[config.mk]
export PLATFORM = sky130hd
export DESIGN_NAME = fetch_frontend
export DESIGN_NICKNAME = d
export VERILOG_FILES = /design/src/fetch_pkg.sv /design/src/fetch_frontend.sv /design/src/fetch_pc.sv /design/src/branch_pred.sv /design/src/btb.sv /design/src/predecode.sv
export SDC_FILE = /design/constraint.sdc
export NUM_CORES = 2
export LEC_CHECK = 0
export BUFFER_PORTS_ARGS = -buffer_cell sky130_fd_sc_hd__buf_2
export CAP_MARGIN = 10
export CORE_AREA = 2 2 295 356
export CTS_CLUSTER_SIZE = 30
export DETAILED_ROUTE_END_ITERATION = 8
export DIE_AREA = 0 0 297 358
export GPL_TIMING_DRIVEN = 1
export PLACE_DENSITY_LB_ADDON = 0.2
export RECOVER_POWER = 100
export SLEW_MARGIN = 30
export SYNTH_ARGS = -nofsm -noshare
export SYNTH_HDL_FRONTEND = slang
export SYNTH_SLANG_ARGS = --single-unit
[constraint.sdc]
create_clock -name clock -period 8.65 [get_ports clock]
set_clock_uncertainty 0.05 [all_clocks]
set_input_delay 2.1625 -clock clock [delete_from_list [all_inputs] [get_ports clock]]
set_output_delay 2.1625 -clock clock [all_outputs]
set_load 0.05 [all_outputs]
[src/fetch_pkg.sv]
// Shared types for the fetch front end
// Address, instruction and direction counter types, RV32 major opcodes

package fetch_pkg;

  // Byte address of an instruction
  typedef logic [31:0] addr_t;

  // Raw 32-bit instruction word
  typedef logic [31:0] instr_t;

  // 2-bit saturating direction counter, msb set means taken
  typedef logic [1:0] ctr_t;

  // Counter state after reset
  localparam ctr_t CTR_WEAK_NT = 2'b01;

  // Conditional branches
  localparam logic [6:0] OPC_BRANCH = 7'b1100011;

  // Direct jump
  localparam logic [6:0] OPC_JAL = 7'b1101111;

  // Register indirect jump
  localparam logic [6:0] OPC_JALR = 7'b1100111;

endpackage
[src/fetch_frontend.sv]
// Top level of the fetch front end
// Connects fetch_pc, predecode and branch_pred and sets their parameters

`timescale 1ns/1ps

module fetch_frontend #(
  parameter int               FETCH_WIDTH    = 2,
  parameter int               BHT_INDEX_BITS = 4,
  parameter int               HIST_BITS      = 4,
  parameter int               BTB_SET_BITS   = 3,
  parameter int               BTB_WAYS       = 2,
  parameter int               TAG_BITS       = 8,
  parameter fetch_pkg::addr_t RESET_PC       = 32'h0000_0100
) (
  input  logic                                clock,
  input  logic                                reset,
  output fetch_pkg::addr_t                    fetch_addr,
  input  fetch_pkg::instr_t [FETCH_WIDTH-1:0] fetch_instr,
  input  logic [FETCH_WIDTH-1:0]              fetch_instr_valid,
  input  logic                                stall,
  input  logic                                retire_valid,
  input  fetch_pkg::addr_t                    retire_pc,
  input  fetch_pkg::addr_t                    retire_target,
  input  logic                                retire_taken,
  input  logic                                retire_pred_taken,
  input  logic                                retire_is_branch,
  output logic [FETCH_WIDTH-1:0]              out_valid,
  output fetch_pkg::addr_t                    out_pc,
  output logic [FETCH_WIDTH-1:0]              out_pred_taken,
  output fetch_pkg::addr_t                    out_target,
  output logic                                mispredict
);

  logic [FETCH_WIDTH-1:0] is_branch;
  fetch_pkg::addr_t       next_pc;
  logic [FETCH_WIDTH-1:0] pred_mask;

  predecode #(
    .FETCH_WIDTH (FETCH_WIDTH)
  ) predecode_i (
    .fetch_instr       (fetch_instr),
    .fetch_instr_valid (fetch_instr_valid),
    .is_branch         (is_branch)
  );

  // Prediction stage, mispredict doubles as the fetch redirect
  branch_pred #(
    .FETCH_WIDTH    (FETCH_WIDTH),
    .BHT_INDEX_BITS (BHT_INDEX_BITS),
    .HIST_BITS      (HIST_BITS),
    .BTB_SET_BITS   (BTB_SET_BITS),
    .BTB_WAYS       (BTB_WAYS),
    .TAG_BITS       (TAG_BITS)
  ) branch_pred_i (
    .clock             (clock),
    .reset             (reset),
    .pc                (fetch_addr),
    .is_branch         (is_branch),
    .retire_valid      (retire_valid),
    .retire_pc         (retire_pc),
    .retire_target     (retire_target),
    .retire_taken      (retire_taken),
    .retire_pred_taken (retire_pred_taken),
    .retire_is_branch  (retire_is_branch),
    .next_pc           (next_pc),
    .pred_mask         (pred_mask),
    .redirect          (mispredict)
  );

  fetch_pc #(
    .FETCH_WIDTH (FETCH_WIDTH),
    .RESET_PC    (RESET_PC)
  ) fetch_pc_i (
    .clock             (clock),
    .reset             (reset),
    .stall             (stall),
    .next_pc           (next_pc),
    .pred_mask         (pred_mask),
    .redirect          (mispredict),
    .fetch_instr_valid (fetch_instr_valid),
    .pc                (fetch_addr),
    .out_valid         (out_valid),
    .out_pc            (out_pc),
    .out_pred_taken    (out_pred_taken),
    .out_target        (out_target)
  );

endmodule

[src/fetch_pc.sv]
// Fetch address register and output stage
// Trims slots after the predicted branch, squashes on stall and redirect

`timescale 1ns/1ps

module fetch_pc #(
  parameter int               FETCH_WIDTH = 2,
  parameter fetch_pkg::addr_t RESET_PC    = 32'h0000_0100
) (
  input  logic                   clock,
  input  logic                   reset,
  input  logic                   stall,
  input  fetch_pkg::addr_t       next_pc,
  input  logic [FETCH_WIDTH-1:0] pred_mask,
  input  logic                   redirect,
  input  logic [FETCH_WIDTH-1:0] fetch_instr_valid,
  output fetch_pkg::addr_t       pc,
  output logic [FETCH_WIDTH-1:0] out_valid,
  output fetch_pkg::addr_t       out_pc,
  output logic [FETCH_WIDTH-1:0] out_pred_taken,
  output fetch_pkg::addr_t       out_target
);

  logic [FETCH_WIDTH-1:0] slot_keep;
  logic                   taken_seen;

  // Slots behind a predicted-taken branch are dropped
  always_comb begin
    taken_seen = 1'b0;
    for (int i = 0; i < FETCH_WIDTH; i++) begin
      slot_keep[i] = fetch_instr_valid[i] & ~taken_seen;
      taken_seen   = taken_seen | pred_mask[i];
    end
  end

  // A redirect loads pc even while stalled
  always_ff @(posedge clock) begin
    if (reset) begin
      pc <= RESET_PC;
    end else if (redirect || !stall) begin
      pc <= next_pc;
    end
  end

  always_ff @(posedge clock) begin
    if (reset) begin
      out_valid      <= '0;
      out_pred_taken <= '0;
    end else if (stall || redirect) begin
      out_valid <= '0;
    end else begin
      out_valid      <= slot_keep;
      out_pred_taken <= pred_mask;
    end
  end

  // Group address and predicted successor, held while squashed
  always_ff @(posedge clock) begin
    if (!stall && !redirect) begin
      out_pc     <= pc;
      out_target <= next_pc;
    end
  end

endmodule

[src/branch_pred.sv]
// Local-history direction predictor with target buffer lookup
// Retire update of history, counters and BTB, mispredict redirect
// Next fetch address selection for the current group

`timescale 1ns/1ps

module branch_pred #(
  parameter int FETCH_WIDTH    = 2,
  parameter int BHT_INDEX_BITS = 4,
  parameter int HIST_BITS      = 4,
  parameter int BTB_SET_BITS   = 3,
  parameter int BTB_WAYS       = 2,
  parameter int TAG_BITS       = 8
) (
  input  logic                   clock,
  input  logic                   reset,
  input  fetch_pkg::addr_t       pc,
  input  logic [FETCH_WIDTH-1:0] is_branch,
  input  logic                   retire_valid,
  input  fetch_pkg::addr_t       retire_pc,
  input  fetch_pkg::addr_t       retire_target,
  input  logic                   retire_taken,
  input  logic                   retire_pred_taken,
  input  logic                   retire_is_branch,
  output fetch_pkg::addr_t       next_pc,
  output logic [FETCH_WIDTH-1:0] pred_mask,
  output logic                   redirect
);

  localparam int BHT_SIZE = 1 << BHT_INDEX_BITS;
  localparam int PHT_SIZE = 1 << HIST_BITS;

  typedef logic [HIST_BITS-1:0]      hist_t;
  typedef logic [BHT_INDEX_BITS-1:0] bht_idx_t;

  hist_t          hist_q [BHT_SIZE];
  hist_t          hist_d [BHT_SIZE];
  fetch_pkg::ctr_t pht_q [PHT_SIZE];
  fetch_pkg::ctr_t pht_d [PHT_SIZE];

  logic                               retire_br;
  bht_idx_t                           retire_idx;
  hist_t                              retire_hist;
  logic [FETCH_WIDTH-1:0]             btb_hit;
  fetch_pkg::addr_t [FETCH_WIDTH-1:0] btb_target;
  logic [FETCH_WIDTH-1:0]             slot_taken;

  assign retire_br   = retire_valid & retire_is_branch;
  assign retire_idx  = retire_pc[BHT_INDEX_BITS+1:2];
  assign retire_hist = {hist_q[retire_idx][HIST_BITS-2:0], retire_taken};
  assign redirect    = retire_br & (retire_pred_taken != retire_taken);

  // Retire update, seen by this cycle's prediction
  always_comb begin
    hist_d = hist_q;
    pht_d  = pht_q;
    if (retire_br) begin
      hist_d[retire_idx] = retire_hist;
      if (retire_taken && pht_q[retire_hist] != 2'b11) begin
        pht_d[retire_hist] = pht_q[retire_hist] + 2'd1;
      end else if (!retire_taken && pht_q[retire_hist] != 2'b00) begin
        pht_d[retire_hist] = pht_q[retire_hist] - 2'd1;
      end
    end
  end

  btb #(
    .BTB_SET_BITS (BTB_SET_BITS),
    .BTB_WAYS     (BTB_WAYS),
    .TAG_BITS     (TAG_BITS),
    .FETCH_WIDTH  (FETCH_WIDTH)
  ) btb_i (
    .clock         (clock),
    .reset         (reset),
    .lookup_pc     (pc),
    .hit           (btb_hit),
    .hit_target    (btb_target),
    .insert        (retire_br & retire_taken),
    .insert_pc     (retire_pc),
    .insert_target (retire_target)
  );

  for (genvar i = 0; i < FETCH_WIDTH; i++) begin : g_slot
    fetch_pkg::addr_t slot_addr;
    bht_idx_t         slot_idx;

    assign slot_addr     = pc + fetch_pkg::addr_t'(4 * i);
    assign slot_idx      = slot_addr[BHT_INDEX_BITS+1:2];
    assign slot_taken[i] = is_branch[i] & pht_d[hist_d[slot_idx]][1] & btb_hit[i];
  end

  // Mispredict overrides, otherwise the lowest predicted slot wins
  always_comb begin
    pred_mask = '0;
    next_pc   = pc + fetch_pkg::addr_t'(4 * FETCH_WIDTH);
    if (redirect) begin
      next_pc = retire_taken ? retire_target : retire_pc + 32'd4;
    end else begin
      for (int i = FETCH_WIDTH - 1; i >= 0; i--) begin
        if (slot_taken[i]) begin
          pred_mask    = '0;
          pred_mask[i] = 1'b1;
          next_pc      = btb_target[i];
        end
      end
    end
  end

  always_ff @(posedge clock) begin
    if (reset) begin
      for (int i = 0; i < BHT_SIZE; i++) begin
        hist_q[i] <= '0;
      end
      for (int i = 0; i < PHT_SIZE; i++) begin
        pht_q[i] <= fetch_pkg::CTR_WEAK_NT;
      end
    end else begin
      hist_q <= hist_d;
      pht_q  <= pht_d;
    end
  end

endmodule

[src/btb.sv]
// Set-associative branch target buffer
// Ways kept most recent first, lookup per fetch slot, insert on taken retire
// Lookup reads the post-insert contents of the same cycle

`timescale 1ns/1ps

module btb #(
  parameter int BTB_SET_BITS = 3,
  parameter int BTB_WAYS     = 2,
  parameter int TAG_BITS     = 8,
  parameter int FETCH_WIDTH  = 2
) (
  input  logic                               clock,
  input  logic                               reset,
  input  fetch_pkg::addr_t                   lookup_pc,
  output logic [FETCH_WIDTH-1:0]             hit,
  output fetch_pkg::addr_t [FETCH_WIDTH-1:0] hit_target,
  input  logic                               insert,
  input  fetch_pkg::addr_t                   insert_pc,
  input  fetch_pkg::addr_t                   insert_target
);

  localparam int SETS = 1 << BTB_SET_BITS;

  typedef logic [TAG_BITS-1:0]     tag_t;
  typedef logic [BTB_SET_BITS-1:0] set_t;

  logic [BTB_WAYS-1:0] valid_q  [SETS];
  logic [BTB_WAYS-1:0] valid_d  [SETS];
  tag_t                tag_q    [SETS][BTB_WAYS];
  tag_t                tag_d    [SETS][BTB_WAYS];
  fetch_pkg::addr_t    target_q [SETS][BTB_WAYS];
  fetch_pkg::addr_t    target_d [SETS][BTB_WAYS];

  set_t insert_set;
  tag_t insert_tag;
  logic insert_found;
  int   shift_upto;

  assign insert_set = insert_pc[BTB_SET_BITS+1:2];
  assign insert_tag = insert_pc[31 -: TAG_BITS];

  // Insert or refresh at way 0, older ways slide down toward the last way
  always_comb begin
    valid_d      = valid_q;
    tag_d        = tag_q;
    target_d     = target_q;
    insert_found = 1'b0;
    shift_upto   = BTB_WAYS - 1;
    if (insert) begin
      // A hit only pushes down the ways in front of it
      for (int w = 0; w < BTB_WAYS; w++) begin
        if (!insert_found && valid_q[insert_set][w] && tag_q[insert_set][w] == insert_tag) begin
          insert_found = 1'b1;
          shift_upto   = w;
        end
      end
      for (int w = 1; w < BTB_WAYS; w++) begin
        if (w <= shift_upto) begin
          valid_d[insert_set][w]  = valid_q[insert_set][w-1];
          tag_d[insert_set][w]    = tag_q[insert_set][w-1];
          target_d[insert_set][w] = target_q[insert_set][w-1];
        end
      end
      valid_d[insert_set][0]  = 1'b1;
      tag_d[insert_set][0]    = insert_tag;
      target_d[insert_set][0] = insert_target;
    end
  end

  for (genvar s = 0; s < FETCH_WIDTH; s++) begin : g_slot
    fetch_pkg::addr_t slot_addr;
    set_t             slot_set;
    tag_t             slot_tag;
    logic             slot_hit;
    fetch_pkg::addr_t slot_target;

    assign slot_addr = lookup_pc + fetch_pkg::addr_t'(4 * s);
    assign slot_set  = slot_addr[BTB_SET_BITS+1:2];
    assign slot_tag  = slot_addr[31 -: TAG_BITS];

    // Walk from the oldest way so the most recent match wins
    always_comb begin
      slot_hit    = 1'b0;
      slot_target = '0;
      for (int w = BTB_WAYS - 1; w >= 0; w--) begin
        if (valid_d[slot_set][w] && tag_d[slot_set][w] == slot_tag) begin
          slot_hit    = 1'b1;
          slot_target = target_d[slot_set][w];
        end
      end
    end

    assign hit[s]        = slot_hit;
    assign hit_target[s] = slot_target;
  end

  always_ff @(posedge clock) begin
    if (reset) begin
      for (int i = 0; i < SETS; i++) begin
        valid_q[i] <= '0;
      end
    end else begin
      valid_q <= valid_d;
    end
  end

  always_ff @(posedge clock) begin
    tag_q    <= tag_d;
    target_q <= target_d;
  end

endmodule

[src/predecode.sv]
// Predecode for one fetch group
// Flags conditional branches and jumps among the valid slots

`timescale 1ns/1ps

module predecode #(
  parameter int FETCH_WIDTH = 2
) (
  input  fetch_pkg::instr_t [FETCH_WIDTH-1:0] fetch_instr,
  input  logic [FETCH_WIDTH-1:0]              fetch_instr_valid,
  output logic [FETCH_WIDTH-1:0]              is_branch
);

  for (genvar i = 0; i < FETCH_WIDTH; i++) begin : g_slot
    logic [6:0] opcode;
    logic       is_cond;
    logic       is_jump;

    // Major opcode sits in the low 7 bits
    assign opcode = fetch_instr[i][6:0];

    assign is_cond = (opcode == fetch_pkg::OPC_BRANCH);
    assign is_jump = (opcode == fetch_pkg::OPC_JAL) || (opcode == fetch_pkg::OPC_JALR);

    // Empty slots never count as branches
    assign is_branch[i] = fetch_instr_valid[i] & (is_cond | is_jump);
  end

endmodule

Word-level counts from Yosys, hierarchy flattened. Index checks and enable logic that the tools add are counted.

Flip-flop bits (word level): 852. Output and inout port bits: 101. Input bits: 137. Logic and storage cells: 257.

$add $sub $neg: 5. Multiplexer cells: 102. Reduce and logical (&&, ||, !) cells: 23. Eq/ne operators: 14. Order comparisons: 13. Bitwise logic cells: 23.

Operators with widths (count): 2-to-1 mux 512 bit (3); bitwise mux 512 bit (2); binary-select mux 64 bit (select 3 bit) (3); 2-to-1 mux 64 bit (8); 2-to-1 mux 32 bit (14); demux 64 bit (select 3 bit) (2); 2-to-1 mux 128 bit (3); bitwise mux 128 bit (2); 2-to-1 mux 16 bit (10); binary-select mux 16 bit (select 3 bit) (3); demux 16 bit (select 3 bit) (2); adder 32 x 3 -> 32 bit (second input constant) (2); bitwise mux 32 bit (2); bitwise mux 64 bit (1); binary-select mux 4 bit (select 4 bit) (3); == test 8 bit (6); == test 7 bit (second input constant) (6); 2-to-1 mux 2 bit (17); adder 32 x 4 -> 32 bit (second input constant) (1); less-or-equal comparator 2 x 32 -> 1 bit (first input constant) (1); greater-or-equal comparator 5 bit (second input constant) (6); inverter 4 -> 5 bit (6); binary-select mux 2 bit (select 4 bit) (3); 2-to-1 mux 4 bit (5); 25 further kinds (69).

Logic depth before layout (Yosys ltp).
Depth in word-level cells: 31. Gate-level depth with buffers: 32.

By module. A second synthesis with hierarchy kept.

Cell total of the unflattened synthesis: 5519. Area, all modules: 49636.4 um^2.

By module, submodules not included: btb (cells an instance 4159, times used 1, area an instance 36954.2 um^2, sequential area each 13132.6 um^2); branch_pred (cells an instance 1127, times used 1, area an instance 9102.5 um^2, sequential area each 1921.8 um^2); fetch_pc (cells an instance 225, times used 1, area an instance 3522.1 um^2, sequential area each 2642.5 um^2); predecode (cells an instance 8, times used 1, area an instance 57.6 um^2, sequential area each 0.0 um^2).

Worst setup path before layout. No wires, ideal clock.

Kind: input port to flip-flop. Start: input port retire_pc[3]. End: register fetch_pc_i.out_target[25] (data pin). Path slack: 458 ps. Cell stages on the path: 29. Data required time: 8346 ps. Data arrival time: 7888 ps. Library setup time: 254 ps. Path through: buf_4 > clkbuf_1 > buf_2 > mux2i_1 > mux4_2 > and2_1 > nor2_1 > buf_2 > buf_1 > nand2_1 > o32a_1 > nor2_1 > a31oi_1 > o221ai_1 > clkinv_1 > buf_1 > ha_1 > or2_2 > nor4_1 > mux2i_1 > a211oi_1 > a21oi_1 > o22ai_1 > o21a_1 > nand4_2 > o32ai_1 > a211oi_1 > or3_1 > o21a_1.

Word-level cells in the longest chain between the ends: 29. Elaborated cells between the ends (all ways): 140. Those cells by class: add/sub (3); order compare (7); eq/ne (7); mux (99); bitwise (10); reduce/logical (14).

Ends and longest elaborated chain: from (decl) (RTL line fetch_frontend.sv:22) `input fetch_pkg::addr_t retire_pc,`; inverter 3 -> 4 bit (not written as such); binary-select mux 16 bit (select 3 bit) (RTL line btb.sv:53, btb.sv:61); 2-to-1 mux 16 bit (not written as such) (2 in series) (RTL line btb.sv:53, btb.sv:61); == test 8 bit (RTL line btb.sv:53) `if (!insert_found && valid_q[insert_set][w] && tag_q[insert_set][w] == insert_tag) begin`; logical AND 1 bit (RTL line btb.sv:53); 2-to-1 mux 1 bit (RTL line btb.sv:53); 2-to-1 mux 1 bit (RTL line btb.sv:50) `if (insert) begin`; logical NOT 1 bit (RTL line btb.sv:53); [... 10 more ...]; 2-to-1 mux 16 bit (not written as such) (2 in series) (RTL line btb.sv:87) `if (valid_d[slot_set][w] && tag_d[slot_set][w] == slot_tag) begin`; == test 8 bit (RTL line btb.sv:87); logical AND 1 bit (RTL line btb.sv:87); 2-to-1 mux 1 bit (2 in series) (RTL line btb.sv:87); AND 1 bit (RTL line branch_pred.sv:89) `assign slot_taken[i] = is_branch[i] & pht_d[hist_d[slot_idx]][1] & btb_hit[i];`; 2-to-1 mux 32 bit (2 in series) (RTL line branch_pred.sv:100) `if (slot_taken[i]) begin`; 2-to-1 mux 32 bit * (RTL line branch_pred.sv:96) `if (redirect) begin`; net branch_pred_i.next_pc[25] (RTL line branch_pred.sv:25) `output fetch_pkg::addr_t next_pc,`; to (signal assigned) (RTL line fetch_pc.sv:61) `out_target <= next_pc;`; to (decl) (RTL line fetch_pc.sv:21) `output fetch_pkg::addr_t out_target`.

Mark *: on every way through the listed nets, which the timed path passes. The rest lies on a longest branch. The select of a mux whose other input is x is not followed. A chain may end at the register's enable or synchronous reset.

Worst setup path after layout.
Start: input port retire_pc[4]. End: register fetch_pc_i.out_target[10] (data pin).

Same word-level chain as after synthesis.

==> key figures <==
Yosys
  • Syn Area/Cell: 8.76 sq um
  • YS warnings: 0
  • Post-synth EDFFs: between 60 and 70
  • Synth async-reset ratio: 0
  • Synth top area share: 0.309
  • Netlist cell types: 95
  • Main flop type after synthesis: dfxtp_1
  • Leading area contributor after synthesis: dfxtp_1
  • Register area share after synthesis: 0.346
  • Mapped Cells: around 5800
  • Post-synthesis register bit count: ~850
  • Top cells by area, synth: dfxtp_1, mux4_2, mux2i_1, nand2_1, edfxtp_1
  • Cell Area, Synth: roughly 0.05 sq mm
  • Mapped Nets: between 5000 and 6000

Critical path
  • CP startpoint: retire_pc[4]
  • Crit path DAT: between 9 and 10 ns
  • Crit-path slowest cell: clkbuf_1
  • CP Depth: 16
  • Reg2reg end: fetch_pc_i.out_target[21]$_DFFE_PP_
  • CP Launch Type: input port
  • R2R setup slack: around 0.73 ns
  • Setup CP Type: input port to register
  • CP Capture Type: register
  • Sequence of cells on the critical path: buf_4, buf_4, nand4b_1, nor2_1, clkbuf_1, buf_4, o21ai_0, mux2i_1, a22oi_1, nand3_1, xnor2_1, and3_1, o21a_1, o21ai_0, o21ai_0, a21o_1
  • Top Family by Delay on Critical Path: buffers and inverters
  • Reg2reg path depth: 17
  • Worst setup path endpoint: fetch_pc_i.out_target[10]$_DFFE_PP_
  • CP peak stage delay: roughly 0.95 ns
  • Worst EP required: about 9 ns
  • WP buf/inv: 4
  • RR Startpoint: fetch_pc_i.pc[3]$_SDFFE_PP0P_
  • Crit-path max FO: 33

CTS
  • Num CTS Buffers: between 90 and 100
  • Number of setup buffers added after CTS: 0
  • Post-CTS Resized: 0
  • Htree depth: 3
  • Hold Buf Count CTS: 0
  • Clock Path Buffers: 3
  • Clk root buf: clkbuf_16
  • Worst-Skew Late Latency: 0.76 ns
  • CTS tree: done
  • Clk pin slew, worst setup/hold paths: roughly 0.060 ns
  • Sink Count: ~850

Min path
  • Min-delay worst type: register to register
  • Hold Path Depth: 2

Global route
  • First-pass GRT wire length: about 310000 um
  • Number of global-route vias before repair: 46200
  • Initial antenna violation count: 15
  • Pin count of the biggest net entering global routing: between 150 and 200
  • Total grt overflow: 0
  • Global router's overall resource usage: 0.395

Die
  • Vert. Die Dim: between 300 and 400 um
  • Number of top-level design ports: roughly 240
  • Core Box Area: 0.103 sq mm
  • Core Rows: 129
  • Initial core utilization: 0.498
  • Die X: between 200 and 300 um
  • Die Area: around 0.11 sq mm

Power
  • Cell leakage power: 22.7 nW
  • Int Pwr: around 8 mW
  • Clk network pwr share: 0.333
  • Sw frac: 0.344
  • Net switching power figure: roughly 4.3 mW
  • Pwr dens: 222 mW/mm^2
  • Sequential power share: 0.390
  • VDD IR max: about 0.00017 V
  • Combinational share of power: 0.277

Route
  • Via density: approximately 6.7
  • DR WL/cell: ~30 um
  • # DRC: 0
  • Post-route ant nets: 0
  • Drt total wl: ~220000 um
  • DRT iter0 DRCs: around 6700
  • Via count: around 50000
  • Pre-antenna DRT Iters: 7

Layout
  • Fill cell count: 9599
  • Layout area overhead: 10.9%
  • Fin nets: between 5000 and 6000
  • Layout cells sized above 1: 0.146
  • Most frequent cells in the layout: dfxtp_1, nand2_1, nor2_1
  • Commonest non-fill, non-tap cell in the layout: dfxtp_1
  • Final core utilization: 0.552

Timing
  • Final setup violation count: 0
  • Max_slew headroom: -0.949
  • RSZ-0062 raised after global routing: no
  • Maximum clock frequency: 0.118 GHz
  • Final hold vios: 0
  • Slew Limit Fails: ~280
  • Final hold slack: about 0.40 ns
  • Part of the cycle the worst path needs: 0.982
  • Worst Tran Pin Value: between 2 and 3 ns
  • Setup TNS: 0 ns
  • Fin crit period: between 8 and 9 ns

Placement
  • Buffers on Ports: about 190
  • Placer Congestion: approximately 1.0
  • Dpl hpwl: roughly 140000 um

Status
  • Status: finished with violations
  • Failing checks: max-capacitance violations, max-slew violations

Flow run
  • Max-cap violation count: 10
## synth_stat cells, types with 83 or more instances
master / n
nor2_1: 472
a22oi_1: 83
buf_2: 86
mux4_2: 302
clkbuf_1: 363
mux2i_1: 446
buf_1: 87
o21ai_0: 373
inv_1: 462
a21oi_1: 300
nand3_1: 127
dfxtp_1: 788
nor3_1: 106
nand2_1: 645
## worst register-to-register path: stages, from the launching register on
cell and delay [ns]:
dfxtp_4 0.69, clkbuf_1 2.14, inv_6 0.64, nor2_1 0.98
o311ai_0 0.31, o22ai_1 0.19, a211oi_1 0.07, a31oi_1 0.40
xnor2_1 0.16, nor2_1 0.14, nand4_1 0.15, o32ai_2 0.43
nand2_1 0.35, buf_4 0.33, clkbuf_1 0.17, nor2_1 0.11
nor2_1 0.05, a21oi_1 0.33
## registers in the layout, indices dropped and copies added, names as in the netlist, named ones only
register / count
fetch_pc_i.out_valid: 2
fetch_pc_i.out_pred_taken: 2
branch_pred_i.hist_q: 64
fetch_pc_i.pc: 32
branch_pred_i.btb_i.tag_q: 128
fetch_pc_i.out_target: 32
fetch_pc_i.out_pc: 32
branch_pred_i.pht_q: 16
branch_pred_i.btb_i.target_q: 512
branch_pred_i.btb_i.valid_q: 16
## per-stage QoR
step / worst slack [ns] / std cells / power (mW) / instance area [sq um]
after detailed placement: 0.0767 / 7093 / 8.33 / 54000
after CTS: 0.803 / 7266 / 12.5 / 57100
after global routing: 0.185 / 7271 / 13.0 / 56700
final: 0.154 / 7275 / 12.6 / 56700
after floorplan: 0.458 / 5831 / 7.26 / 51100
after global placement: 0.108 / 7091 / 8.24 / 54000
## kinds of logic (layout without fill, tap and decap cells)
family	after synthesis	count (layout)	synth area share
adder cells (fa/ha/maj)	8	8	0.00196
buffers and inverters	1017	1078	0.0780
AO/OA/AOI/OAI	1431	1431	0.182
multiplexers	810	810	0.234
other	0	8	0
AND/OR/NAND/NOR	1612	1612	0.139
XOR/XNOR	101	101	0.0173
flip-flops	852	852	0.346
## worst min path at each step
| stage | startpoint | end |
|---|---|---|
| 3_3_place_gp | branch_pred_i.btb_i.target_q[400]$_DFF_P_ | branch_pred_i.btb_i.target_q[400]$_DFF_P_ |
| 6_report | branch_pred_i.btb_i.target_q[275]$_DFF_P_ | branch_pred_i.btb_i.target_q[275]$_DFF_P_ |
| 3_5_place_dp | branch_pred_i.btb_i.target_q[348]$_DFF_P_ | branch_pred_i.btb_i.target_q[348]$_DFF_P_ |
| 4_1_cts | branch_pred_i.btb_i.target_q[281]$_DFF_P_ | branch_pred_i.btb_i.target_q[281]$_DFF_P_ |
| 5_1_grt | branch_pred_i.btb_i.target_q[350]$_DFF_P_ | branch_pred_i.btb_i.target_q[350]$_DFF_P_ |
| 2_1_floorplan | branch_pred_i.btb_i.target_q[92]$_DFF_P_ | branch_pred_i.btb_i.target_q[92]$_DFF_P_ |
## per-layer routing
| layer | share of wire | vias up | global-route usage |
|---|---|---|---|
| met1 | 0.35 | 23300 | 0.480 |
| met2 | 0.42 | 3411 | 0.596 |
| met3 | 0.13 | 995 | 0.117 |
| li1 | - | 21100 | - |
| met4 | 0.090 | 8 | 0.296 |
| met5 | 0.00025 | - | 0 |
## power by group through the flow
stage | sequential [mW] | clock (mW) | combinational (mW)
final | 4.90 | 4.18 | 3.47
after detailed placement | 4.97 | 0 | 3.37
after floorplan | 4.99 | 0 | 2.27
after global placement | 4.94 | 0 | 3.30
after global routing | 4.95 | 4.36 | 3.68
after CTS | 4.88 | 4.19 | 3.38
## area by class of cell
type                            count  area (sq um)  area share
Clock buffer                      128          2620      0.0462
Clock inverter                     45           527     0.00930
Antenna cell                        8          20.0    0.000353
Sequential cell                   852         17700       0.312
Inverter                          469          1780      0.0314
Timing Repair Buffer              436          2780      0.0491
Multi-Input combinational cell   3962         29500       0.521
Tap cell                         1375          1720      0.0304
No activity file was read; power rests on OpenSTA's default activity.
